<file path="src/common/tcb_lite_cfg.svh">
////////////////////////////////////////////////////////////////////////////
// TCB-Lite configuration: bus widths, address map, memory and fifo depths
////////////////////////////////////////////////////////////////////////////

`ifndef TCB_LITE_CFG_SVH
`define TCB_LITE_CFG_SVH

// bus widths
`define TCB_ADR 32
`define TCB_DAT 32
// one enable per byte lane
`define TCB_BEN (`TCB_DAT/8)

// number of subordinates on the demultiplexer
`define TCB_IFN 2

////////////////////////////////////////////////////////////////////////////
// address map
////////////////////////////////////////////////////////////////////////////

// wildcard patterns, x bits are don't care in the match
// memory 0x0000_0000 .. 0x0000_0fff
`define TCB_DAM_MEM 32'b0000_0000_0000_0000_0000_xxxx_xxxx_xxxx
// mailbox 0x0000_1000 .. 0x0000_100f
`define TCB_DAM_MBX 32'b0000_0000_0000_0000_0001_0000_0000_xxxx

////////////////////////////////////////////////////////////////////////////
// subordinate sizes
////////////////////////////////////////////////////////////////////////////

// memory depth in words
`define MEM_DEPTH 256

// mailbox fifo entries, power of two
`define MBX_DEPTH 4

`endif

</file>
<file path="src/common/tcb_lite_pkg.sv">
////////////////////////////////////////////////////////////////////////////
// TCB-Lite shared types: bus operation, mailbox register select
// and subordinate index
////////////////////////////////////////////////////////////////////////////

`default_nettype none

`include "tcb_lite_cfg.svh"

package tcb_lite_pkg;

    ////////////////////////////////////////////////////////////////////////
    // bus operation
    ////////////////////////////////////////////////////////////////////////

    // single bit on the bus, write when high
    typedef enum logic {
        TCB_READ  = 1'b0,
        TCB_WRITE = 1'b1
    } tcb_op_t;

    ////////////////////////////////////////////////////////////////////////
    // mailbox registers
    ////////////////////////////////////////////////////////////////////////

    // decoded from address bit 2
    typedef enum logic {
        MBX_DATA = 1'b0,  // offset 0, fifo push/pop
        MBX_STAT = 1'b1   // offset 4, fill count
    } mbx_reg_t;

    ////////////////////////////////////////////////////////////////////////
    // subordinate index
    ////////////////////////////////////////////////////////////////////////

    // at least one bit, even for a single subordinate
    localparam int unsigned TCB_IFL = (`TCB_IFN > 1) ? $clog2(`TCB_IFN) : 1;

    typedef logic [TCB_IFL-1:0] tcb_sel_t;

endpackage : tcb_lite_pkg

`default_nettype wire

</file>
<file path="src/interconnect/tcb_lite_lib_decoder.sv">
////////////////////////////////////////////////////////////////////////////
// TCB-Lite address decoder: wildcard region match, binary select,
// unmapped address error
////////////////////////////////////////////////////////////////////////////

`default_nettype none

`include "tcb_lite_cfg.svh"

module tcb_lite_lib_decoder #(
    // number of subordinate regions
    parameter int unsigned IFN = `TCB_IFN
)(
    input  wire logic [`TCB_ADR-1:0]   adr,
    output tcb_lite_pkg::tcb_sel_t     sel,
    output logic                       err
);

    ////////////////////////////////////////////////////////////////////////
    // region table
    ////////////////////////////////////////////////////////////////////////

    // index order is the subordinate order of the demultiplexer
    // sized by IFN so a mismatched map fails at elaboration
    localparam logic [`TCB_ADR-1:0] DAM [IFN] = '{
        `TCB_DAM_MEM,
        `TCB_DAM_MBX
    };

    // one bit per region
    logic [IFN-1:0] mch;

    ////////////////////////////////////////////////////////////////////////
    // match and encode
    ////////////////////////////////////////////////////////////////////////

    // wildcard compare, x bits in the pattern match anything
    for (genvar i = 0; i < IFN; i++) begin : g_match
        assign mch[i] = (adr ==? DAM[i]);
    end

    // one-hot to binary
    // relies on at most one bit set
    function automatic tcb_lite_pkg::tcb_sel_t encode(input logic [IFN-1:0] val);
        tcb_lite_pkg::tcb_sel_t idx;
        idx = '0;
        for (int i = 0; i < IFN; i++) begin
            if (val[i]) begin
                idx |= tcb_lite_pkg::tcb_sel_t'(i);
            end
        end
        return idx;
    endfunction : encode

    assign sel = encode(mch);
    // no region hit
    assign err = ~|mch;

    // overlapping regions would give a wrong encoded select
    always_comb begin
        assert ($onehot0(mch))
            else $error("decoder: address %h hits more than one region", adr);
    end

endmodule : tcb_lite_lib_decoder

`default_nettype wire

</file>
<file path="config.mk">
export PLATFORM = sky130hd
export DESIGN_NAME = tcb_lite_lib_decoder
export DESIGN_NICKNAME = d
export VERILOG_FILES = /design/src/common/tcb_lite_pkg.sv /design/src/interconnect/tcb_lite_lib_decoder.sv
export VERILOG_INCLUDE_DIRS = /design/src /design/src/common
export SDC_FILE = /design/constraint.sdc
export NUM_CORES = 1
export LEC_CHECK = 0
export ABC_CLOCK_PERIOD_IN_PS = 1800
export BUFFER_PORTS_ARGS = -buffer_cell sky130_fd_sc_hd__buf_2
export CORE_AREA = 3 3 40 42
export DETAILED_ROUTE_END_ITERATION = 7
export DIE_AREA = 0 0 43 45
export PLACE_DENSITY_LB_ADDON = 0.12
export REMOVE_ABC_BUFFERS = 1
export SYNTH_ARGS = -nofsm -noshare
export SYNTH_HDL_FRONTEND = slang
export SYNTH_SLANG_ARGS = --single-unit
</file>
<file path="constraint.sdc">
create_clock -name vclk -period 1.8
set_input_delay 0.36 -clock vclk [all_inputs]
set_output_delay 0.36 -clock vclk [all_outputs]
set_load 0.01 [all_outputs]
</file>
* Yosys cells after proc, flatten, opt, wreduce, memory -nomap -nowiden
Cells that the tools add are included.
Word-level totals: bits in latches 0, logic and storage cells 5, input port bits 32, memories kept 0, RAM bits 0, output and inout bits 2, bits in read-only memories 0, register bits after elaboration 0
Operators by class: equal/unequal tests 1, $lt $le $gt $ge 0, reductions and logical operators 3, div/mod/pow operators 0, $mul 0, shift operators 0, bitwise operators 0, mux-type cells 1, $add $sub $neg 0
Operators with widths (number):
- $eq 28x9->1 const B | 1
- $logic_not 20->1 | 1
- $reduce_or 2->1 | 1
- $logic_not 1->1 | 1
- $mux 1 | 1

* Depth between registers and ports, before layout
depth after elaboration 3, mapped depth 3

* Least setup slack after synthesis
Ideal clock, no wire load.
path kind input-to-output, from input port adr[29], to output port sel, arrival time 1198 ps, buffers on the path 0, slack 242 ps, data required time 1440 ps, stages on the path 2, cells stage by stage or3_1 > nor4_1
Between the ends: longest elaborated chain between the ends 2
RTL lines:
- from (decl) | RTL line tcb_lite_lib_decoder.sv:14 | input wire logic [`TCB_ADR-1:0] adr,
- $eq 28x9->1 | RTL line tcb_lite_lib_decoder.sv:39 | assign mch[i] = (adr ==? DAM[i]);
- $mux 1 | RTL line tcb_lite_lib_decoder.sv:48 | if (val[i]) begin
- to (decl) | RTL line tcb_lite_lib_decoder.sv:15 | output tcb_lite_pkg::tcb_sel_t sel,
Every way passes these cells.

* Worst setup path in the final report
from input port adr[25], to output port err
Between the ends: longest elaborated chain between the ends 3, elaborated cells on any way between the ends 4
RTL lines:
- $eq 28x9->1 or $logic_not 20->1 (tied branches) | RTL line tcb_lite_lib_decoder.sv:39
- $reduce_or 2->1 * | RTL line tcb_lite_lib_decoder.sv:57 | assign err = ~|mch;
- $logic_not 1->1 * | RTL line tcb_lite_lib_decoder.sv:57
- to (decl) | RTL line tcb_lite_lib_decoder.sv:16 | output logic err
Every way passes the cells marked *; elsewhere a longest branch is shown, timed or not.

==> metrics.md <==
| Metric | Value |
|---|---|
| Outcome | completed |
| Final WL | 534 um |
| Full die area | 1935 um^2 |
| Final #Nets | 77 |
| Crit path to | err |
| Leading area contributor after synthesis | nor4_1 |
| Crit Path Max Fanout | 2 |
| Storage cell area | 0 um^2 |
| CP Capture Type | primary output |
| Final core area utilization | 0.2123 |
| GP Congestion | 0.5617 |
| FFs & Latches | 0 |
| Max cap viols | 0 |
| Slew Viols, Final | 0 |
| Min-Delay Path Class | in2out |
| CP Data Required Time | 1.44 ns |
| Die height | 45 um |
| Area occupied by multi-input gates | 97.59 um^2 |
| Achievable frequency | 587.6 MHz |
| VDD IR max | 0.00003328 V |
| Mapped cell area | 85.08 um^2 |
| Antenna-violating nets left | 0 |
| CP startpoint | adr[25] |
| Total gr overflow | 0 |
| Largest net degree at the start of global routing | 3 |
| Synth unique cells | 8 |
| Gr usage total | 0.04229 |
| Most used cells in the layout excluding fill and tap cells | buf_2 (29), nor4_1 (3), nor4_2 (2), nand2_1 (2) |
| Clock buf count | 0 |
| Final hold slack | between 1 and 1.5 ns |
| Setup crit start kind | input port |
| Fin area | 272.8 um^2 |
| Core box area | 1285 um^2 |
| Tightest Pin Transition | 0.2166 ns |
| Post-Syn Instances | 13 |
| Leak | 0.1302 nW |
| Hpwl dp | roughly 490 um |
| Fin Setup TNS | 0 ns |
| Initial antenna violation count | 0 |
| Fin crit period | between 1.5 and 2 ns |
| Critical path class | in2out |
| Placed instance area | roughly 250 um^2 |
| Relative slew slack | 0.8542 |
| Finish-stage setup viols | 0 |
| Commonest non-fill, non-tap cell in the layout | buf_2 |
| WP data arrival | 1.34 ns |
| I/O Pins | 34 |
| Final hold vios | 0 |
| Drt drc | 0 |
| Ranking of synthesized cells by area | nor4_1 (37%), nor4b_2 (18%), a2111o_1 (13%) |
| RSZ-0062 raised after global routing | false |
| First-pass GRT wire length | between 600 and 700 um |
| Layout cells sized above 1 | 0.7674 |
| YS warnings | 0 |
| DRT Pass-1 Iters | 1 |
| Fin crit share | 0.9455 |
| Vias | 230 |
| Initial DRC count | 0 |
| Avg Inst Size Synth | about 6.5 um^2 |
| Vias in the first global route | 166 |
| Post-synth top area share | 0.3676 |
| Num rows | 13 |
| Initial core utilization | 0.06621 |
| Synth-to-layout area growth | 220.6% |
| Fillers | 158 |
| Number of I/O port buffers | 30 |
| Post-detailed-route wirelength per cell | 9.207 um |
| PwrDens | 140.4 nW/um^2 |
| Seq/Total Area, Yosys | 0 |
| # diodes | 0 |
| Post-DR vias/cell | about 4 |
| Die X | 43 um |
[stage by stage]
| stage | std cells | worst slack (ns) | power [mW] |
|---|---|---|---|
| after global placement | 58 | 0.02013 | 0.03478 |
| after floorplan | 13 | 0.2415 | 0.004676 |
| final | 58 | 0.09807 | 0.03829 |
| after global routing | 58 | 0.002990 | 0.04277 |
| after detailed placement | 58 | 0.03066 | 0.03500 |
| after CTS | 58 | 0.03189 | 0.03509 |
[cell families (layout without fill, tap and decap cells)]
group / Yosys count / in the layout / share of synthesized area
AOI/OAI and AO/OA: 1 / 1 / 0.1323
buffers and inverters: 0 / 30 / 0
and+or+nand+nor: 12 / 12 / 0.8675
[what timing repair did]
item | in CTS | in global routing
gates resized for setup | 0 | 3
setup buffers | 0 | 0
hold buffers | 0 | 0
setup endpoints to repair | 0 | 1
[power breakdown]
part | internal [mW] | total [mW] | switching (mW) | leakage [nW]
combinational | 0.0260 | 0.0383 | 0.0123 | 0.130
sequential | 0 | 0 | 0 | 0
clock | 0 | 0 | 0 | 0
[routing by layer]
metal	global-route usage	up-vias	wire length, um
li1	-	117	-
met1	0.05714	97	196
met2	0.07485	16	255
met3	0.007968	0	82
met4	0	0	0
met5	0	-	0
[synthesized netlist by cell type]
cell type	count
nand2_1	2
nor2_1	1
nor4b_2	1
or3_1	1
nand3_1	1
nor3_1	1
a2111o_1	1
nor4_1	5
[final cells by class]
| class | instances | share of cell area |
|---|---|---|
| Tap cell | 15 | 0.06881 |
| Timing Repair Buffer | 30 | 0.5734 |
| Multi-Input combinational cell | 13 | 0.3578 |
[critical path: stages]
cell      delay (ns)
buf_2           0.10
nor4_2          0.25
nand2_1         0.11
a2111o_1        0.38
buf_2           0.14
[worst min-delay path by stage]
stage	start	endpoint	slack, ns	cells after the start
after floorplan	adr[12]	err	0.87	1
after global placement	adr[12]	err	1.05	3
after detailed placement	adr[12]	err	1.05	3
after CTS	adr[12]	err	1.05	3
after global routing	adr[12]	err	1.08	3
final	adr[12]	err	1.05	3
(Power assumes the default switching activity.)
