[config.mk]
export PLATFORM = sky130hd
export DESIGN_NAME = tcb_lite_lib_mailbox
export DESIGN_NICKNAME = d
export VERILOG_FILES = /design/src/common/tcb_lite_pkg.sv /design/src/rtl/tcb_lite_lib_mailbox.sv
export VERILOG_INCLUDE_DIRS = /design/src /design/src/common
export SDC_FILE = /design/constraint.sdc
export NUM_CORES = 1
export LEC_CHECK = 0
export ABC_AREA = 1
export BUFFER_PORTS_ARGS = -buffer_cell sky130_fd_sc_hd__buf_2
export CAP_MARGIN = 20
export CORE_MARGIN = 1.5
export CORE_UTILIZATION = 56
export DETAILED_ROUTE_END_ITERATION = 8
export PLACE_DENSITY = 0.79
export SLEW_MARGIN = 20
export SYNTH_ARGS = -nofsm -noshare
export SYNTH_HDL_FRONTEND = slang
export SYNTH_SLANG_ARGS = --single-unit
[constraint.sdc]
create_clock -name clk -period 3.3 [get_ports clk]
set_input_delay 0.66 -clock clk [delete_from_list [all_inputs] [get_ports clk]]
set_output_delay 0.66 -clock clk [all_outputs]
set_load 0.02 [all_outputs]
[src/common/tcb_lite_cfg.svh]
////////////////////////////////////////////////////////////////////////////
// TCB-Lite configuration: bus widths, address map, memory and fifo depths
////////////////////////////////////////////////////////////////////////////

`ifndef TCB_LITE_CFG_SVH
`define TCB_LITE_CFG_SVH

// bus widths
`define TCB_ADR 32
`define TCB_DAT 32
// one enable per byte lane
`define TCB_BEN (`TCB_DAT/8)

// number of subordinates on the demultiplexer
`define TCB_IFN 2

////////////////////////////////////////////////////////////////////////////
// address map
////////////////////////////////////////////////////////////////////////////

// wildcard patterns, x bits are don't care in the match
// memory 0x0000_0000 .. 0x0000_0fff
`define TCB_DAM_MEM 32'b0000_0000_0000_0000_0000_xxxx_xxxx_xxxx
// mailbox 0x0000_1000 .. 0x0000_100f
`define TCB_DAM_MBX 32'b0000_0000_0000_0000_0001_0000_0000_xxxx

////////////////////////////////////////////////////////////////////////////
// subordinate sizes
////////////////////////////////////////////////////////////////////////////

// memory depth in words
`define MEM_DEPTH 256

// mailbox fifo entries, power of two
`define MBX_DEPTH 4

`endif

[src/common/tcb_lite_pkg.sv]
////////////////////////////////////////////////////////////////////////////
// TCB-Lite shared types: bus operation, mailbox register select
// and subordinate index
////////////////////////////////////////////////////////////////////////////

`default_nettype none

`include "tcb_lite_cfg.svh"

package tcb_lite_pkg;

    ////////////////////////////////////////////////////////////////////////
    // bus operation
    ////////////////////////////////////////////////////////////////////////

    // single bit on the bus, write when high
    typedef enum logic {
        TCB_READ  = 1'b0,
        TCB_WRITE = 1'b1
    } tcb_op_t;

    ////////////////////////////////////////////////////////////////////////
    // mailbox registers
    ////////////////////////////////////////////////////////////////////////

    // decoded from address bit 2
    typedef enum logic {
        MBX_DATA = 1'b0,  // offset 0, fifo push/pop
        MBX_STAT = 1'b1   // offset 4, fill count
    } mbx_reg_t;

    ////////////////////////////////////////////////////////////////////////
    // subordinate index
    ////////////////////////////////////////////////////////////////////////

    // at least one bit, even for a single subordinate
    localparam int unsigned TCB_IFL = (`TCB_IFN > 1) ? $clog2(`TCB_IFN) : 1;

    typedef logic [TCB_IFL-1:0] tcb_sel_t;

endpackage : tcb_lite_pkg

`default_nettype wire

[src/rtl/tcb_lite_lib_mailbox.sv]
////////////////////////////////////////////////////////////////////////////
// TCB-Lite mailbox: data register on a small fifo, status register with
// the fill count, write back-pressure when full
////////////////////////////////////////////////////////////////////////////

`default_nettype none

`include "tcb_lite_cfg.svh"

module tcb_lite_lib_mailbox (
    input  wire logic                    clk,
    input  wire logic                    arst_n,
    // request
    input  wire logic                    vld,
    input  wire tcb_lite_pkg::tcb_op_t   op,
    input  wire logic [`TCB_ADR-1:0]     adr,
    input  wire logic [`TCB_BEN-1:0]     ben,
    input  wire logic [`TCB_DAT-1:0]     wdt,
    // response
    output logic                         rdy,
    output logic [`TCB_DAT-1:0]          rdt,
    output logic                         err
);

    // pointer width, count needs one more bit
    localparam int unsigned PTW = $clog2(`MBX_DEPTH);

    logic [`TCB_DAT-1:0]    fifo [`MBX_DEPTH];
    logic [PTW-1:0]         wp;
    logic [PTW-1:0]         rp;
    logic [PTW:0]           cnt;

    tcb_lite_pkg::mbx_reg_t reg_sel;
    logic                   full;
    logic                   empty;
    logic                   trn;
    logic                   push;
    logic                   pop;
    logic                   rd_err;

    ////////////////////////////////////////////////////////////////////////
    // access decode
    ////////////////////////////////////////////////////////////////////////

    // offset 0 data, offset 4 status
    assign reg_sel = tcb_lite_pkg::mbx_reg_t'(adr[2]);

    assign full  = (cnt == (PTW+1)'(`MBX_DEPTH));
    assign empty = (cnt == '0);

    // stall only data writes into a full fifo
    // reads and status writes always go through
    assign rdy = ~(op == tcb_lite_pkg::TCB_WRITE &&
                   reg_sel == tcb_lite_pkg::MBX_DATA && full);

    assign trn = vld & rdy;

    // push on data write, partial byte enables still write the whole word
    assign push = trn && op == tcb_lite_pkg::TCB_WRITE && reg_sel == tcb_lite_pkg::MBX_DATA
                  && |ben;
    // pop on data read of a non-empty fifo
    assign pop  = trn && op == tcb_lite_pkg::TCB_READ && reg_sel == tcb_lite_pkg::MBX_DATA
                  && !empty;
    // empty data read, answered with error
    assign rd_err = trn && op == tcb_lite_pkg::TCB_READ &&
                    reg_sel == tcb_lite_pkg::MBX_DATA && empty;

    ////////////////////////////////////////////////////////////////////////
    // fifo
    ////////////////////////////////////////////////////////////////////////

    always_ff @(posedge clk) begin
        if (push) begin
            fifo[wp] <= wdt;
        end
    end

    // pointers wrap naturally, depth is a power of two
    always_ff @(posedge clk or negedge arst_n) begin
        if (!arst_n) begin
            wp  <= '0;
            rp  <= '0;
            cnt <= '0;
        end else begin
            if (push) begin
                wp <= wp + 1'b1;
            end
            if (pop) begin
                rp <= rp + 1'b1;
            end
            if (push && !pop) begin
                cnt <= cnt + 1'b1;
            end else if (pop && !push) begin
                cnt <= cnt - 1'b1;
            end
        end
    end

    ////////////////////////////////////////////////////////////////////////
    // response
    ////////////////////////////////////////////////////////////////////////

    // read data, oldest entry or fill count
    always_ff @(posedge clk) begin
        if (trn && op == tcb_lite_pkg::TCB_READ) begin
            if (reg_sel == tcb_lite_pkg::MBX_STAT) begin
                rdt <= `TCB_DAT'(cnt);
            end else begin
                rdt <= empty ? '0 : fifo[rp];
            end
        end
    end

    // error flag refreshed on every transfer
    always_ff @(posedge clk or negedge arst_n) begin
        if (!arst_n) begin
            err <= 1'b0;
        end else if (trn) begin
            err <= rd_err;
        end
    end

    // full fifo must not take a push, count stays bounded and in step
    // with the pointers
    a_no_push_full : assert property (
        @(posedge clk) disable iff (!arst_n)
        full |=> (cnt <= (PTW+1)'(`MBX_DEPTH)) && (cnt[PTW-1:0] == wp - rp)
    ) else $error("mailbox: push into full fifo");

    // empty fifo must not pop, count would wrap below zero
    a_no_pop_empty : assert property (
        @(posedge clk) disable iff (!arst_n)
        empty |=> (cnt <= (PTW+1)'(1)) && (cnt[PTW-1:0] == wp - rp)
    ) else $error("mailbox: pop from empty fifo");

endmodule : tcb_lite_lib_mailbox

`default_nettype wire

After elaboration in Yosys (flattened, before gate mapping)

Memory sizes are Yosys's and may differ from the RTL's.
Index checks and enable logic that the tools add are counted.

Shift-type cells: 0
Magnitude comparators: 0
Reductions and logical operators: 18
Bitwise operators: 4
Divide/modulo/power cells: 0
Add/subtract/negate cells: 4
Multipliers: 0
Multiplexer cells: 6
Equal/unequal tests: 1

Operator list:

| operator                                                            | number |
|---|---|
| 3-bit two-way mux                                                   | 4 |
| 1-bit logical AND                                                   | 11 |
| 2-bit by 1-bit adder with 2-bit output (second input constant)      | 2 |
| 4-bit OR reduction                                                  | 1 |
| 3-bit by 1-bit adder with 3-bit output (second input constant)      | 1 |
| 3-bit == test (second input constant)                               | 1 |
| 1-bit logical NOT                                                   | 3 |
| 3-bit logical NOT                                                   | 1 |
| 1-bit NOT                                                           | 3 |
| 3-bit by 1-bit subtractor with 3-bit output (second input constant) | 1 |
| 1-bit two-way mux                                                   | 2 |
| 2-bit nonzero test                                                  | 1 |
| 2-bit OR reduction                                                  | 1 |
| 1-bit AND                                                           | 1 |

Memory bits (read-only): 0
Output and inout bits: 34
Latch bits: 0
Memories kept: 1
Bits in registers: 40
Memory bits (writable): 128
Input port bits: 72

Memories:

| memory | words | bits a word | read ports | clocked after memory_dff | wr ports | line                       | source |
|---|---|---|---|---|---|---|---|
| fifo   | 4     | 32          | 1          | 0                        | 1        | tcb_lite_lib_mailbox.sv:28 | `` logic [`TCB_DAT-1:0] fifo [`MBX_DEPTH]; `` |

Logic depth before layout (Yosys ltp)

Depth in word-level cells: 12
Depth in mapped cells: 11
Depth with buffers taken out: 11

Least setup slack after synthesis

No wires, ideal clock.

Kind: input-to-reg
Start point: input op
End point: memory fifo[0][0] (netlist name) (enable)
Path buffers: 0
Data required time: 2.879 ns
Setup slack: 0.442 ns
Arrival: 2.437 ns
Library setup time: 0.421 ns
Cell stages on the path: 4
Cell sequence: inv_1 -> nor2_1 -> nand4_1 -> nor2_1

Word-level cells in the longest chain between the ends: 9

Ends and longest elaborated chain:

| item                                        | line                       | source |
|---|---|---|
| start, declared                             | tcb_lite_lib_mailbox.sv:15 | `input wire tcb_lite_pkg::tcb_op_t op,` |
| 1-bit logical AND                           | tcb_lite_lib_mailbox.sv:53 | `assign rdy = ~(op == tcb_lite_pkg::TCB_WRITE &&` |
| 1-bit logical AND                           | tcb_lite_lib_mailbox.sv:54 | `reg_sel == tcb_lite_pkg::MBX_DATA && full);` |
| 1-bit NOT                                   | tcb_lite_lib_mailbox.sv:53 |  |
| 1-bit AND                                   | tcb_lite_lib_mailbox.sv:56 | `assign trn = vld & rdy;` |
| 1-bit logical AND (*) (2 in a row)          | tcb_lite_lib_mailbox.sv:59 | `assign push = trn && op == tcb_lite_pkg::TCB_WRITE && reg_sel == tcb_lite_pkg::MBX_DATA` |
| 1-bit logical AND (*)                       | tcb_lite_lib_mailbox.sv:60 | `&& \|ben;` |
| 1-bit two-way mux (*)                       | tcb_lite_lib_mailbox.sv:73 | `if (push) begin` |
| 1-bit two-way mux (not written as such) (*) | tcb_lite_lib_mailbox.sv:74 | `fifo[wp] <= wdt;` |
| end, declared                               | tcb_lite_lib_mailbox.sv:28 |  |

Mark *: on every way between the ends. The rest lies on a longest branch, timed or not.

Final worst setup path

Start point: register cnt[0]
End point: memory fifo[2][29] (netlist name) (enable)

Word-level cells in the longest chain between the ends: 9

Ends and longest elaborated chain:

| item                                    | line                       | source |
|---|---|---|
| start, declared                         | tcb_lite_lib_mailbox.sv:31 | `logic [PTW:0] cnt;` |
| start signal, assigned                  | tcb_lite_lib_mailbox.sv:92 | `cnt <= cnt + 1'b1;` |
| start signal, assigned                  | tcb_lite_lib_mailbox.sv:94 | `cnt <= cnt - 1'b1;` |
| 3-bit == test                           | tcb_lite_lib_mailbox.sv:48 | `` assign full = (cnt == (PTW+1)'(`MBX_DEPTH)); `` |
| 1-bit logical AND                       | tcb_lite_lib_mailbox.sv:54 |  |
| 1-bit NOT                               | tcb_lite_lib_mailbox.sv:53 |  |
| 1-bit AND                               | tcb_lite_lib_mailbox.sv:56 |  |
| 1-bit logical AND (2 in a row)          | tcb_lite_lib_mailbox.sv:59 |  |
| 1-bit logical AND                       | tcb_lite_lib_mailbox.sv:60 |  |
| 1-bit two-way mux                       | tcb_lite_lib_mailbox.sv:73 |  |
| 1-bit two-way mux (not written as such) | tcb_lite_lib_mailbox.sv:74 |  |

No other way between the ends.

==> run summary <==
Layout area overhead -> 17.5%
die extent in y -> 111 um
Total Routing Usage GR -> 0.210
largest net degree at the start of global routing -> 66
r2r worst-path depth -> 5
share of cells above drive strength 1 -> 0.215
Max-slew headroom -> 0.528
full die area -> 12,200 um^2
Post-DRT Antenna Nets -> 0
post-synth cell types -> 25
Setup Crit Path Kind -> flop to flop
Fmax -> 466 MHz
post-CTS setup buffer count -> 0
Syn Nets -> 564
Worst EP required -> 3.35 ns
max_cap viols -> 0
Final Slew Violations -> 0
Bufs on Longest Clock Path -> 2
DIE WIDTH -> 111 um
synthesized area per cell -> 13.3 um^2
cell taking the most area after synthesis -> edfxtp_1
ys async rst share -> 0.0476
Mapped Area -> 6470 um^2
antenna violations before repair -> 1
Mapped Cells -> 486
worst-skew pair later-pin latency -> 0.42 ns
Initial Util -> 0.572
RSZ-0062 raised after global routing -> no
row count -> 39
Hold Violations, Final -> 0
Ports -> 106
diode count -> 0
ys flop type -> edfxtp_1
Critical Path End Type -> flop
vias -> 3,958
Post-CTS Hold Buffers -> 0
Seq cells post-synth -> 168
post_cts resized -> 0
Final Setup Violations -> 0
I/O Buffers -> 74
Core Area -> 11,300 um^2
H-tree levels -> 4
Clock Tree Root -> clkbuf_16
clk slew on worst S/H paths -> 0.06 ns
vias per std cell -> 5.50
CTS tree -> built
gpl congestion -> 0.767
Power Total -> 0.00616 W
status -> finished, final reports clean
most common cell after layout, fill and taps aside -> edfxtp_1
post-DR wirelength/cell -> 16.9 um
Tmin final -> 2.15 ns
Total Wirelength -> 12,100 um
Tcrit/Tclk final -> 0.650
First-pass DRT Iterations -> 5
sequential share of the synthesized area -> 0.773
most frequent cells in the layout -> edfxtp_1, nor2_1, buf_2
gr ovfl total -> 0
Synth top area share -> 0.742
r2r setup slk -> 1.15 ns
Worst Tran Pin Value -> 0.708 ns
Post-synth EDFFs -> 160
skew final -> 0.00724 ns
leakage -> 2.79 nW
IR drop worst, VDD -> 0.470 mV
# fillers -> 753
TritonCTS buffer count -> 17
Layout Nets -> 641
Remaining DRCs -> 0
Reg-to-Reg End -> fifo[2][29]$_DFFE_PP_
Area contributors post-synth -> edfxtp_1, nor2_1, dfrtp_1, o21ai_0, nand2_1
global-route wire length before repair -> 19,100 um
CP arrival -> 2.20 ns
P per Cell Area -> 811 nW/um^2
CP Max Fanout -> 32
Fin Setup TNS -> 0 ns
1st-iter DRT viols -> 300
Startpoint Class -> flop
Num Clock Sinks -> 168
Syn. warnings -> 0
crit path from -> cnt[0]$_DFFE_PN0P_
vias in the first global route -> 3,868
r2r startpoint -> cnt[0]$_DFFE_PN0P_
type of the worst min-delay path -> input pin to asynchronous set/reset pin
Hold Worst Slack -> 0.0740 ns
Post-DP HPWL -> 6570 um
-- sequential cells by signal, summed over array words and instances (netlist names) --
signal / count
wp: 2
cnt: 3
rdt: 32
fifo: 128
err: 1
rp: 2
-- kinds of logic (layout without fill, tap and decap cells) --
logic type | after synthesis | in the layout | share of synthesized area
simple gates | 180 | 180 | 0.109
buf+inv | 40 | 130 | 0.0311
xor+xnor | 4 | 4 | 0.00541
fa+ha+maj | 6 | 6 | 0.0128
compound gates | 88 | 88 | 0.0686
flops | 168 | 168 | 0.773
-- worst max path at each step --
| stage | end | slack (ns) | cells past startpoint |
|---|---|---|---|
| 6_report | fifo[2][29]$_DFFE_PP_ | 1.15 | 5 |
| 5_1_grt | fifo[2][29]$_DFFE_PP_ | 1.03 | 5 |
| 4_1_cts | fifo[3][25]$_DFFE_PP_ | 1.14 | 5 |
| 3_5_place_dp | fifo[3][10]$_DFFE_PP_ | 0.74 | 5 |
| 3_3_place_gp | fifo[3][10]$_DFFE_PP_ | 0.80 | 5 |
| 2_1_floorplan | fifo[0][0]$_DFFE_PP_ | 0.44 | 4 |
-- power breakdown --
part	switching [W]	total, W	leakage, nW	internal, W
logic	0.00103	0.00150	0.936	0.000462
registers	0.0000762	0.00266	1.56	0.00258
clock network	0.000754	0.00201	0.288	0.00126
-- cells in the mapped netlist, types with 2 or more instances --
master,count
xor2_1,2
o21ai_0,31
clkbuf_1,7
o21ai_1,28
buf_2,8
edfxtp_1,160
nand3_1,10
buf_4,6
xnor2_1,2
nor2_1,128
a21oi_1,28
nand2_1,38
ha_1,5
inv_2,5
dfrtp_1,8
inv_1,11
-- routing by layer --
| metal | up-vias | GRT usage | share of wire |
|---|---|---|---|
| met2 | 159 | 0.344 | 0.52 |
| li1 | 1854 | - | - |
| met3 | 22 | 0.0653 | 0.068 |
| met5 | - | 0 | 0.0011 |
| met4 | 2 | 0.103 | 0.019 |
| met1 | 1921 | 0.253 | 0.39 |
-- critical path, stage by stage (launching register included) --
cell and delay (ns):
dfrtp_1 0.43, nor2_1 0.10, nand2_1 0.11, nand4_1 0.45, nor2_4 0.21, buf_4 0.46
-- area by class of cell --
| type | count | area (um^2) | area share |
|---|---|---|---|
| Multi-Input combinational cell | 278 | 1300 | 0.171 |
| Clock inverter | 14 | 181 | 0.0239 |
| Sequential cell | 168 | 5010 | 0.658 |
| Timing Repair Buffer | 82 | 443 | 0.0583 |
| Clock buffer | 18 | 429 | 0.0565 |
| Tap cell | 143 | 179 | 0.0235 |
| Inverter | 16 | 60.1 | 0.00790 |
-- per-stage QoR --
stage	util	area, um^2	setup WS (ns)	instances
final	0.672	7600	1.15	719
after global routing	0.672	7600	1.03	719
after CTS	0.670	7580	1.14	718
after detailed placement	0.616	6970	0.744	686
after global placement	0.616	6970	0.797	686
after floorplan	-	6470	0.442	486
Note: power is estimated with default switching activity, not from simulation.
