--- config.mk ---
export PLATFORM = sky130hd
export DESIGN_NAME = tcb_lite_lib_demultiplexer
export DESIGN_NICKNAME = d
export VERILOG_FILES = /design/src/common/tcb_lite_pkg.sv /design/src/interconnect/tcb_lite_lib_demultiplexer.sv
export VERILOG_INCLUDE_DIRS = /design/src /design/src/common
export SDC_FILE = /design/constraint.sdc
export NUM_CORES = 1
export LEC_CHECK = 0
export ABC_AREA = 1
export BUFFER_PORTS_ARGS = -buffer_cell sky130_fd_sc_hd__buf_2
export CAP_MARGIN = 25
export CORE_MARGIN = 3
export CORE_UTILIZATION = 28
export CTS_BUF_LIST = sky130_fd_sc_hd__clkbuf_8 sky130_fd_sc_hd__clkbuf_16
export CTS_CLUSTER_SIZE = 10
export DETAILED_ROUTE_END_ITERATION = 10
export GPL_ROUTABILITY_DRIVEN = 0
export GPL_TIMING_DRIVEN = 0
export PLACE_DENSITY = 0.85
export SYNTH_ARGS = -nofsm -noshare
export SYNTH_HDL_FRONTEND = slang
export SYNTH_SLANG_ARGS = --single-unit
--- constraint.sdc ---
create_clock -name clk -period 1.6 [get_ports clk]
set_input_delay 0.16 -clock clk [delete_from_list [all_inputs] [get_ports clk]]
set_output_delay 0.16 -clock clk [all_outputs]
set_load 0.05 [all_outputs]
--- src/common/tcb_lite_cfg.svh ---
////////////////////////////////////////////////////////////////////////////
// TCB-Lite configuration: bus widths, address map, memory and fifo depths
////////////////////////////////////////////////////////////////////////////

`ifndef TCB_LITE_CFG_SVH
`define TCB_LITE_CFG_SVH

// bus widths
`define TCB_ADR 32
`define TCB_DAT 32
// one enable per byte lane
`define TCB_BEN (`TCB_DAT/8)

// number of subordinates on the demultiplexer
`define TCB_IFN 2

////////////////////////////////////////////////////////////////////////////
// address map
////////////////////////////////////////////////////////////////////////////

// wildcard patterns, x bits are don't care in the match
// memory 0x0000_0000 .. 0x0000_0fff
`define TCB_DAM_MEM 32'b0000_0000_0000_0000_0000_xxxx_xxxx_xxxx
// mailbox 0x0000_1000 .. 0x0000_100f
`define TCB_DAM_MBX 32'b0000_0000_0000_0000_0001_0000_0000_xxxx

////////////////////////////////////////////////////////////////////////////
// subordinate sizes
////////////////////////////////////////////////////////////////////////////

// memory depth in words
`define MEM_DEPTH 256

// mailbox fifo entries, power of two
`define MBX_DEPTH 4

`endif

--- src/common/tcb_lite_pkg.sv ---
////////////////////////////////////////////////////////////////////////////
// TCB-Lite shared types: bus operation, mailbox register select
// and subordinate index
////////////////////////////////////////////////////////////////////////////

`default_nettype none

`include "tcb_lite_cfg.svh"

package tcb_lite_pkg;

    ////////////////////////////////////////////////////////////////////////
    // bus operation
    ////////////////////////////////////////////////////////////////////////

    // single bit on the bus, write when high
    typedef enum logic {
        TCB_READ  = 1'b0,
        TCB_WRITE = 1'b1
    } tcb_op_t;

    ////////////////////////////////////////////////////////////////////////
    // mailbox registers
    ////////////////////////////////////////////////////////////////////////

    // decoded from address bit 2
    typedef enum logic {
        MBX_DATA = 1'b0,  // offset 0, fifo push/pop
        MBX_STAT = 1'b1   // offset 4, fill count
    } mbx_reg_t;

    ////////////////////////////////////////////////////////////////////////
    // subordinate index
    ////////////////////////////////////////////////////////////////////////

    // at least one bit, even for a single subordinate
    localparam int unsigned TCB_IFL = (`TCB_IFN > 1) ? $clog2(`TCB_IFN) : 1;

    typedef logic [TCB_IFL-1:0] tcb_sel_t;

endpackage : tcb_lite_pkg

`default_nettype wire

--- src/interconnect/tcb_lite_lib_demultiplexer.sv ---
////////////////////////////////////////////////////////////////////////////
// TCB-Lite demultiplexer: request steering by decoder select, one-cycle
// response multiplexer, error response for unmapped addresses
////////////////////////////////////////////////////////////////////////////

`default_nettype none

`include "tcb_lite_cfg.svh"

module tcb_lite_lib_demultiplexer #(
    // number of subordinates
    parameter int unsigned IFN = `TCB_IFN
)(
    input  wire logic                             clk,
    input  wire logic                             arst_n,
    // manager side handshake and response
    input  wire logic                             vld,
    output logic                                  rdy,
    output logic [`TCB_DAT-1:0]                   rdt,
    output logic                                  err,
    // decoder result for the current request
    input  wire tcb_lite_pkg::tcb_sel_t           sel,
    input  wire logic                             dec_err,
    // subordinate side
    output logic [IFN-1:0]                        sub_vld,
    input  wire logic [IFN-1:0]                   sub_rdy,
    input  wire logic [IFN-1:0][`TCB_DAT-1:0]     sub_rdt,
    input  wire logic [IFN-1:0]                   sub_err
);

    // manager side transfer
    logic                   trn;

    // select and decode error of the transfer in the response cycle
    tcb_lite_pkg::tcb_sel_t sel_q;
    logic                   dec_err_q;

    ////////////////////////////////////////////////////////////////////////
    // request path
    ////////////////////////////////////////////////////////////////////////

    // valid reaches only the selected subordinate
    // unmapped requests are kept away from every subordinate
    always_comb begin
        for (int i = 0; i < IFN; i++) begin
            sub_vld[i] = vld & ~dec_err & (sel == tcb_lite_pkg::tcb_sel_t'(i));
        end
    end

    // unmapped requests complete at once, demux answers them itself
    assign rdy = dec_err ? 1'b1 : sub_rdy[sel];

    assign trn = vld & rdy;

    ////////////////////////////////////////////////////////////////////////
    // response path
    ////////////////////////////////////////////////////////////////////////

    // remember the target of each accepted transfer
    // held while idle, response lines are ignored then anyway
    always_ff @(posedge clk or negedge arst_n) begin
        if (!arst_n) begin
            sel_q     <= '0;
            dec_err_q <= 1'b0;
        end else if (trn) begin
            sel_q     <= sel;
            dec_err_q <= dec_err;
        end
    end

    // data from the registered target
    // zero on a decode error, no subordinate was accessed
    assign rdt = dec_err_q ? '0 : sub_rdt[sel_q];

    // decode error overrides the subordinate error
    assign err = dec_err_q | sub_err[sel_q];

    ////////////////////////////////////////////////////////////////////////
    // checks
    ////////////////////////////////////////////////////////////////////////

    // a request never reaches two subordinates in the same cycle
    a_sub_vld_onehot0 : assert property (
        @(posedge clk) disable iff (!arst_n)
        $onehot0(sub_vld)
    ) else $error("demultiplexer: more than one subordinate valid");

endmodule : tcb_lite_lib_demultiplexer

`default_nettype wire

**Yosys cells after proc, flatten, opt, wreduce, memory -nomap -nowiden**

Cells that the tools add are included.

- Order comparisons: 2
- Bitwise gates (word level): 7
- Multiplexer cells: 8

Operators with widths:

| cell | count |
|---|---|
| $mux 32 | 3 |
| $mux 1 | 5 |
| $and 1x1->1 | 4 |
| $lt 1x2->1 const B | 2 |
| $not 1->1 | 2 |
| $or 1x1->1 | 1 |

- Register bits: 2
- Word-level logic and storage cells: 19

**Logic depth before layout (Yosys ltp)**

Gate-level depths: netlist (run 1).

- Depth after elaboration: 4
- Mapped depth: 6

**Worst setup path before layout (run 1)**

No wires, ideal clock.

- Kind: flip-flop to output port
- Start point: register sel_q
- End point: output port rdt[10]
- Required time: 1,440 ps
- Stages on the path, launching flop included: 5
- Buffers on the path: 1
- Slack: 69 ps
- Data arrival time: 1,371 ps
- Cell sequence: dfrtp_1 > inv_2 > buf_6 > nor2_1 > nor2_1

- Longest elaborated chain between the ends: 3

RTL lines:

| element | line | source |
|---|---|---|
| from (decl) | tcb_lite_lib_demultiplexer.sv:35 | `tcb_lite_pkg::tcb_sel_t sel_q;` |
| from (signal assigned) | tcb_lite_lib_demultiplexer.sv:66 | `sel_q <= sel;` |
| $mux 32 (not written as such) (2 in series) | tcb_lite_lib_demultiplexer.sv:73 | `assign rdt = dec_err_q ? '0 : sub_rdt[sel_q];` |
| $mux 32 | tcb_lite_lib_demultiplexer.sv:73 |  |
| to (decl) | tcb_lite_lib_demultiplexer.sv:19 | `` output logic [`TCB_DAT-1:0] rdt, `` |

No other way between the ends. The select of a mux whose other input is x is not followed.

**Final worst setup path (run 1)**

- Start point: register sel_q
- End point: output port rdt[3]

The elaborated chain is that of the path after synthesis.

==> results of run 1 <==
-- worst register-to-register path, stage by stage, from the launching register on --
cell and delay, ns:
dfrtp_2 0.44, buf_4 0.18, nand2_1 0.06, nand2_1 0.05
-- metrics by stage --
| stage | area, µm² | util, % |
|---|---|---|
| 2_1_floorplan | 603 | - |
| 3_3_place_gp | 1180 | 58.8 |
| 3_5_place_dp | 1180 | 58.8 |
| 4_1_cts | 1230 | 61.4 |
| 5_1_grt | 1270 | 63.7 |
| 6_report | 1270 | 63.7 |
-- layout make-up --
cell class / instances / area [µm²]
sequential: 2 / 51.3
inverter: 5 / 18.8
timing repair buffer: 109 / 591
tap: 27 / 33.8
buffer: 9 / 76.3
multi-input combinational: 111 / 463
fill: 216 / 727
clock buffer: 3 / 41.3
-- cell families (layout without fill, tap and decap cells) --
| family | after synthesis | after routing | share of synthesized area, % |
|---|---|---|---|
| AOI/OAI and AO/OA | 32 | 32 | 26.6 |
| and+or+nand+nor | 79 | 79 | 50.2 |
| buffers and inverters | 14 | 126 | 14.9 |
| DFF | 2 | 2 | 8.30 |
-- cell usage in the layout (no fill, tap or decap) --
cell and count:
inv_1 3, buf_4 2, clkbuf_8 3, nor2_1 64, clkbuf_4 19, nand3_1 3, clkbuf_2 1, inv_2 2
dfrtp_1 1, dfrtp_2 1, buf_6 3, nor3_1 2, dlygate4sd3_1 1, nand2_1 10, o21ai_0 32, buf_2 92
-- registers in the layout, indices dropped and copies added (netlist names) --
register / count
dec_err_q: 1
sel_q: 1
-- timing repair --
item / 4_1_cts / 5_1_grt
hold buffers: 1 / 0
gates resized for setup: 0 / 23
endpoints found under the hold margin: 2 / 0
setup endpoints to repair: 0 / 29
-- layer usage --
| layer | wire, µm | vias up |
|---|---|---|
| met5 | 0 | - |
| met2 | 1290 | 62 |
| met4 | 8 | 0 |
| met3 | 353 | 2 |
| met1 | 964 | 482 |
| li1 | - | 628 |
-- how the worst max path moves through the flow --
stage	to	cells after the start
5_1_grt	rdt[22]	5
6_report	rdt[3]	5
3_3_place_gp	rdt[28]	5
3_5_place_dp	rdt[29]	5
2_1_floorplan	rdt[10]	4
4_1_cts	rdt[29]	5
-- report_power, final --
group | switching, µW | internal, µW
clock network | 35.0 | 159
registers | 8.06 | 57.9
logic | 637 | 268
==> results.py, run 1 <==
metrics = {
    "worst_setup_path": {
        "crit_top_cell": "nor2_1",
        "crit_buf_inv": 3,
        "crit_type": "flip-flop to output port",
        "rr_worst_depth": 3,
        "crit_required_ns": 1.44,
        "cp.arrival_ns": 1.33,
        "r2r-start": "sel_q$_DFFE_PN0P_",
        "r2r_setup_slack_ns": 0.76,
        "critPathLaunchType": "flip-flop",
        "r2r_end": "sel_q$_DFFE_PN0P_",
        "crit_chain": "inv_2 -> buf_6 -> nor2_1 -> nor2_1 -> buf_2",
        "crit_slowest_cell": "dfrtp_2",
        "cp_top_family": "buffers and inverters",
        "worstPathMaxFanout": 10,
        "worstSetupStartpoint": "sel_q$_DFFE_PN0P_",
        "cp-end-kind": "output port",
        "cpPeakStageDelay_ns": 0.44,
    },
    "global_routing": {
        "grt_max_degree": 11,
        "use_met3_pct": 5.41,
        "grt_pass1_wl_um": 3750,
        "antenna_found_initial": 0,
        "grtUsageMet2_pct": 31.6,
        "grt_pass1_vias": 908,
        "busiest_layer": "met2",
        "grtUsageMet1_pct": 19.2,
        "grt_usage_pct": 17.5,
        "overflow": 0,
    },
    "synthesis": {
        "yosys.area.top_type_share_pct": 39.8,
        "netlist_top_cells_area": "nor2_1, o21ai_0, dfrtp_1, nand2_1, buf_6",
        "async_flop_share_pct": 100,
        "yosysWarnings": 0,
        "yosysMostFrequentCell": "nor2_1",
        "synth_cell_types": 12,
        "seq_area_frac_synth_pct": 8.30,
        "synth_top_cell_by_area": "nor2_1",
        "netlist_top_cells_count": "nor2_1, o21ai_0, nand2_1",
        "netlist_instances": 127,
        "syn_area_per_cell_um2": 4.75,
        "ys_ff_latch": 2,
        "netlist_area_um2": 603,
        "synth_edf_count": 0,
        "synth_flop_cell": "dfrtp_1",
        "synth_nets": 200,
    },
    "job": {
        "cap_viol_max_count": 0,
    },
    "clock_network": {
        "clock-root-buffer": "clkbuf_8",
        "clock_path_buffers": 2,
        "cts_sinks": 2,
        "htreeDepth": 1,
        "clk_pin_slew_ns": 0.03,
        "insertion_delay_ns": 0.20,
        "cts_buffers": 3,
        "cts_tree": "yes",
        "cts_setup_buffers": 0,
    },
    "floorplan": {
        "initial_core_util_pct": 30.1,
        "die_width_um": 52.4,
        "ios": 109,
        "dieArea_um2": 2750,
        "die_h_um": 52.4,
        "rows": 16,
        "core-area_um2": 2000,
    },
    "detailed_routing": {
        "drt-pass1-iter-count": 4,
        "via_count": 1174,
        "initialDrtViolationCount": 12,
        "wl_per_cell_um": 9.85,
        "wirelength_um": 2620,
        "drc": 0,
        "ant_nets": 0,
        "avgViaCountPerCell": 4.41,
    },
    "worst_hold_path": {
        "hold_class": "input pin to flip-flop",
        "hold_depth": 3,
        "hold_path_end": "dec_err_q$_DFFE_PN0P_",
        "hp-start": "vld",
    },
    "final_layout": {
        "num-nets-final": 314,
        "antennaDiodeCount": 0,
        "fin_cells": 266,
        "syn_to_final_growth_pct": 111,
        "layout-drive-gt1-share_pct": 51.5,
    },
    "pwr": {
        "peakVddDrop_mv": 0.981,
        "p_per_area_nw_per_um2": 914,
        "finalPower_uw": 1160,
        "power.leakage_uw": 0.000784,
    },
    "sta": {
        "finalMaxSlewViolations": 0,
        "setup_slack_ns": 0.109,
        "fin_worst_skew_ns": 0,
        "finalHoldViolCount": 0,
        "min_period_ns": 1.49,
        "rsz0062_at_grt": "false",
        "setup_tns_ns": 0,
        "worstMarginPinSlew_ns": 0.267,
        "holdWs_ns": 0.200,
        "max_freq_mhz": 671,
        "setup_viol": 0,
        "post-route-period-util_pct": 93.2,
        "max-slew-margin-rel_pct": 82.3,
    },
    "status": {
        "status": "finished, final reports clean",
    },
    "place": {
        "port_buffers": 108,
        "dp_slack_ns": 0.250,
        "dp.cells": 262,
        "dpl.hpwl_um": 2180,
    },
}
Note: power is estimated with default switching activity, not from simulation.
==> run 2: changes to the inputs <==
--- a/constraint.sdc
+++ b/constraint.sdc
@@ -3,2 +3,2 @@
 set_output_delay 0.16 -clock clk [all_outputs]
-set_load 0.05 [all_outputs]
+set_load 0.1 [all_outputs]
==> run 2 against run 1 <==
  * The flow now finishes with violations (negative setup slack)
  * Flip-flop and latch count unchanged
  * Critical path type unchanged
  * Register-to-register slack about the same
  * Clock-buffer cell count unchanged
==> results.py, run 2 (synthesis gave the netlist of run 1 again) <==
metrics = {
    "floorplan": {
        "dieArea_um2": 2750,
        "initial_core_util_pct": 30.1,
        "core-area_um2": 2000,
        "die_h_um": 52.4,
        "die_width_um": 52.4,
        "rows": 16,
        "ios": 109,
    },
    "sta": {
        "min_period_ns": 1.61,
        "max_freq_mhz": 621,
        "setup_slack_ns": -0.0106,
        "fin_worst_skew_ns": 0,
        "setup_viol": 1,
        "rsz0062_at_grt": "true",
        "finalHoldViolCount": 0,
        "post-route-period-util_pct": 101,
        "finalMaxSlewViolations": 0,
        "max-slew-margin-rel_pct": 67.7,
        "worstMarginPinSlew_ns": 0.488,
    },
    "worst_setup_path": {
        "worstPathMaxFanout": 10,
        "crit_required_ns": 1.44,
        "cp.arrival_ns": 1.45,
        "critPathLaunchType": "flip-flop",
        "crit_buf_inv": 2,
        "cp_top_family": "flip-flops",
        "cp-end-kind": "output port",
        "crit_slowest_cell": "dfrtp_2",
        "crit_type": "flip-flop to output port",
        "cpPeakStageDelay_ns": 0.44,
        "crit_chain": "clkbuf_2 -> o21ai_0 -> nor2_4 -> buf_12",
    },
    "final_layout": {
        "final_cell_mix": "buf_2, nor2_1, nor2_4",
        "layout-drive-gt1-share_pct": 65.7,
        "antennaDiodeCount": 0,
        "largestRegisters": "dec_err_q (1), sel_q (1)",
        "final_cell_area_um2": 1730,
        "syn_to_final_growth_pct": 187,
        "fin_util_pct": 86.3,
        "n_fill_cell": 127,
        "num-nets-final": 314,
        "fin_cells": 266,
        "final_common_cell": "buf_2",
    },
    "place": {
        "dpl.hpwl_um": 2470,
        "port_buffers": 108,
        "dp.cells": 262,
        "place_area_um2": 1420,
    },
    "clock_network": {
        "clk_pin_slew_ns": 0.03,
        "cts_sinks": 2,
        "cts_setup_buffers": 0,
        "clock-root-buffer": "clkbuf_8",
        "cts_buffers": 3,
        "clock_path_buffers": 2,
        "insertion_delay_ns": 0.21,
        "cts_tree": "yes",
        "htreeDepth": 1,
    },
    "status": {
        "status": "finished, violations left",
        "violations": "negative setup slack",
    },
    "global_routing": {
        "grt_usage_pct": 26.2,
        "overflow": 0,
        "antenna_found_initial": 0,
        "grt_pass1_wl_um": 5380,
        "grt_max_degree": 11,
        "grt_pass1_vias": 1181,
    },
    "detailed_routing": {
        "ant_nets": 0,
        "wirelength_um": 4010,
        "via_count": 1327,
        "initialDrtViolationCount": 29,
        "drt-pass1-iter-count": 4,
        "avgViaCountPerCell": 4.99,
        "drc": 0,
        "wl_per_cell_um": 15.1,
    },
    "pwr": {
        "peakVddDrop_mv": 0.868,
        "power.leakage_uw": 0.000875,
        "p_per_area_nw_per_um2": 1160,
    },
    "worst_hold_path": {
        "hold_class": "input pin to flip-flop",
    },
    "job": {
        "cap_viol_max_count": 0,
    },
}
run 2: final cells by class:
type	count	area, µm²	share of cell area (%)
timing repair buffer	109	806	46.6
multi-input combinational	111	703	40.7
buffer	9	73.8	4.27
sequential	2	51.3	2.97
clock buffer	3	41.3	2.39
tap	27	33.8	1.96
inverter	5	18.8	1.09
run 2: path summary, 6_finish.rpt:
path / depth (start not counted) / to / slack, ns / startpoint
hold / removal: 3 / dec_err_q$_DFFE_PN0P_ / 0.20 / vld
hold reg to reg: 2 / dec_err_q$_DFFE_PN0P_ / 0.49 / dec_err_q$_DFFE_PN0P_
setup / recovery: 4 / rdt[11] / -0.01 / sel_q$_DFFE_PN0P_
max in group asynchronous: 2 / sel_q$_DFFE_PN0P_ / 1.23 / arst_n
min in group asynchronous: 2 / sel_q$_DFFE_PN0P_ / 0.27 / arst_n
setup reg to reg: 3 / sel_q$_DFFE_PN0P_ / 0.75 / sel_q$_DFFE_PN0P_
run 2: stage by stage:
stage / setup TNS (ns) / total power (µW) / setup slack [ns] / hold WS, ns
3_5_place_dp: 0 / 1540 / 0.000690 / -0.0503
5_1_grt: -0.361 / 2080 / -0.0662 / 0.215
4_1_cts: 0 / 1940 / 0.000734 / 0.190
2_1_floorplan: 0 / 1310 / 0.0263 / -0.136
6_report: -0.0106 / 2000 / -0.0106 / 0.204
3_3_place_gp: -0.00551 / 1530 / -0.00551 / -0.0514
run 2: layer usage:
layer / track usage (%) / wire length (µm) / vias up
met5: 0 / 0 / -
met2: 50.4 / 2240 / 69
li1: - / - / 631
met1: 28.4 / 1380 / 615
met4: 8.09 / 132 / 0
met3: 4.27 / 262 / 12
run 2: power breakdown:
part           total (µW)  internal, µW  switching, µW
combinational        1730           472           1260
clock                 200           159           41.2
sequential           67.0          57.9           9.12
total                2000           689           1310
run 2: worst register-to-register path, stage by stage, from the launching register on:
cell	delay (ns)
dfrtp_2	0.44
buf_4	0.19
nand2_1	0.07
nand2_1	0.04
run 2: repair_timing:
| action | 4_1_cts | 5_1_grt |
|---|---|---|
| hold buffers | 1 | 0 |
| hold endpoints to repair | 2 | 0 |
| endpoints found under the setup margin | 31 | 32 |
| gates resized for setup | 72 | 31 |
==> run 3: changes to the inputs <==
--- a/config.mk
+++ b/config.mk
@@ -11,3 +11,3 @@
 export CAP_MARGIN = 25
-export CORE_MARGIN = 3
+export CORE_MARGIN = 4
 export CORE_UTILIZATION = 28
--- a/constraint.sdc
+++ b/constraint.sdc
@@ -3,2 +3,2 @@
 set_output_delay 0.16 -clock clk [all_outputs]
-set_load 0.1 [all_outputs]
+set_load 0.02 [all_outputs]
==> run 3 against run 2 <==
  * The run now ends clean
  * First-iteration DRC count is 59% lower
  * Fmax increased by 11%
  * Global-route usage is 8.7 points lower
  * Flip-flop and latch count did not move
  * Cell count stayed put
  * Non-clock buffer count did not move
  * Worst setup slack improved by 0.16 ns
  * Via count down 11%
  * Power fell by 57%
  * Clock-buffer cell count is the same
  * Largest power group unchanged
==> results.py, run 3 (synthesis gave the netlist of run 1 again) <==
metrics = {
    "sta": {
        "min_period_ns": 1.45,
        "setup_tns_ns": 0,
        "fin_worst_skew_ns": 0,
        "setup_viol": 0,
        "finalHoldViolCount": 0,
        "finalMaxSlewViolations": 0,
        "setup_slack_ns": 0.146,
        "holdWs_ns": 0.205,
        "worstMarginPinSlew_ns": 0.226,
        "max-slew-margin-rel_pct": 84.9,
        "rsz0062_at_grt": "false",
        "post-route-period-util_pct": 90.9,
        "max_freq_mhz": 688,
    },
    "pwr": {
        "peakVddDrop_mv": 0.526,
        "p_int_uw": 454,
        "p_per_area_nw_per_um2": 706,
        "p_switching_uw": 413,
        "power.leakage_uw": 0.000784,
        "clkPwrFrac_pct": 22.9,
        "sw_frac_of_total_pct": 47.6,
        "finalPower_uw": 867,
        "p_comb_share_pct": 69.6,
        "p_seq_share_pct": 7.5,
    },
    "clock_network": {
        "clock_path_buffers": 2,
        "cts_buffers": 3,
        "cts_sinks": 2,
        "insertion_delay_ns": 0.21,
        "cts_tree": "yes",
        "clock-root-buffer": "clkbuf_8",
        "cts_setup_buffers": 0,
        "htreeDepth": 1,
        "clk_pin_slew_ns": 0.03,
    },
    "detailed_routing": {
        "drt-pass1-iter-count": 4,
        "via_count": 1181,
        "drc": 0,
        "avgViaCountPerCell": 4.44,
        "wl_per_cell_um": 10.4,
        "initialDrtViolationCount": 12,
        "ant_nets": 0,
        "wirelength_um": 2770,
    },
    "global_routing": {
        "grtUsageMet1_pct": 18.1,
        "antenna_found_initial": 0,
        "grt_usage_pct": 17.5,
        "grt_pass1_vias": 986,
        "overflow": 0,
        "use_met3_pct": 5.18,
        "busiest_layer": "met2",
        "grtUsageMet2_pct": 31.9,
        "grt_max_degree": 11,
        "grt_pass1_wl_um": 3870,
    },
    "final_layout": {
        "largestRegisters": "dec_err_q (1), sel_q (1)",
        "final_cell_area_um2": 1230,
        "final_common_cell": "buf_2",
        "antennaDiodeCount": 0,
        "final_cell_mix": "buf_2, nor2_1, o21ai_0",
        "syn_to_final_growth_pct": 104,
        "n_fill_cell": 218,
        "layout-drive-gt1-share_pct": 50.6,
        "num-nets-final": 314,
    },
    "worst_setup_path": {
        "cp-end-kind": "output port",
        "worstPathMaxFanout": 10,
        "crit_type": "flip-flop to output port",
        "crit_slowest_cell": "dfrtp_1",
        "cpPeakStageDelay_ns": 0.37,
        "crit_chain": "inv_1 -> buf_2 -> o21ai_0 -> nor2_1 -> buf_2",
        "crit_required_ns": 1.44,
        "crit_top_cell": "buf_2",
        "cp.arrival_ns": 1.29,
        "critPathLaunchType": "flip-flop",
    },
    "place": {
        "dpl.hpwl_um": 2380,
        "place_area_um2": 1180,
        "port_buffers": 108,
        "dp_slack_ns": 0.344,
    },
    "floorplan": {
        "die_h_um": 54.4,
        "core-area_um2": 2000,
        "die_width_um": 54.4,
        "rows": 16,
        "initial_core_util_pct": 30.1,
        "ios": 109,
        "dieArea_um2": 2960,
    },
    "worst_hold_path": {
        "hold_class": "input pin to flip-flop",
    },
    "status": {
        "status": "finished, final reports clean",
    },
    "job": {
        "cap_viol_max_count": 0,
    },
}
-- run 3: changes by cell type in the layout (fill, tap and decap cells not counted), sizes merged --
cell	change
buf	+3
clkbuf	-3
-- run 3: metal layers --
metal / vias to the layer above / part of all wire, %
met5: - / 0
met4: 0 / 1.0
met1: 480 / 35
met2: 69 / 49
met3: 3 / 15
li1: 629 / -
-- run 3: power groups by stage --
stage / sequential, µW / clock [µW] / combinational, µW
6_report: 65.3 / 199 / 603
5_1_grt: 67.0 / 217 / 670
4_1_cts: 65.7 / 205 / 611
3_5_place_dp: 66.1 / 0 / 609
3_3_place_gp: 66.0 / 0 / 603
2_1_floorplan: 63.7 / 0 / 377
-- run 3: path summary, 6_finish.rpt --
check / startpoint / endpoint / slack [ns] / cells after the start
worst max-delay path: dec_err_q$_DFFE_PN0P_ / rdt[29] / 0.15 / 5
worst min-delay path: dec_err / dec_err_q$_DFFE_PN0P_ / 0.20 / 3
worst max register to register: sel_q$_DFFE_PN0P_ / sel_q$_DFFE_PN0P_ / 0.74 / 3
worst min register to register: dec_err_q$_DFFE_PN0P_ / dec_err_q$_DFFE_PN0P_ / 0.48 / 2
max in group asynchronous: arst_n / sel_q$_DFFE_PN0P_ / 1.22 / 2
min in group asynchronous: arst_n / dec_err_q$_DFFE_PN0P_ / 0.28 / 2
-- run 3: critical path, delay by kind of cell (launching register included) --
family	cells	cell delay (ns)
compound gates	1	0.10
buf+inv	3	0.52
flops	1	0.37
simple gates	1	0.09
-- run 3: stage by stage --
stage | std cells | util (%)
6_report | 266 | 61.4
3_3_place_gp | 262 | 58.8
3_5_place_dp | 262 | 58.8
2_1_floorplan | 127 | -
4_1_cts | 266 | 61.4
5_1_grt | 266 | 61.4
-- run 3: what timing repair did --
action	4_1_cts	5_1_grt
endpoints found under the hold margin	2	0
gates resized for setup	0	1
hold buffers	1	0
setup endpoints to repair	0	2
-- run 3: area by class of cell --
cell class / count / area, µm² / area share [%]
flip-flops and latches: 2 / 50.0 / 4.07
inverters: 5 / 18.8 / 1.53
repair buffers: 109 / 551 / 44.8
well taps: 27 / 33.8 / 2.75
multi-input cells: 111 / 463 / 37.7
plain buffers: 9 / 71.3 / 5.80
clock buffers: 3 / 41.3 / 3.36
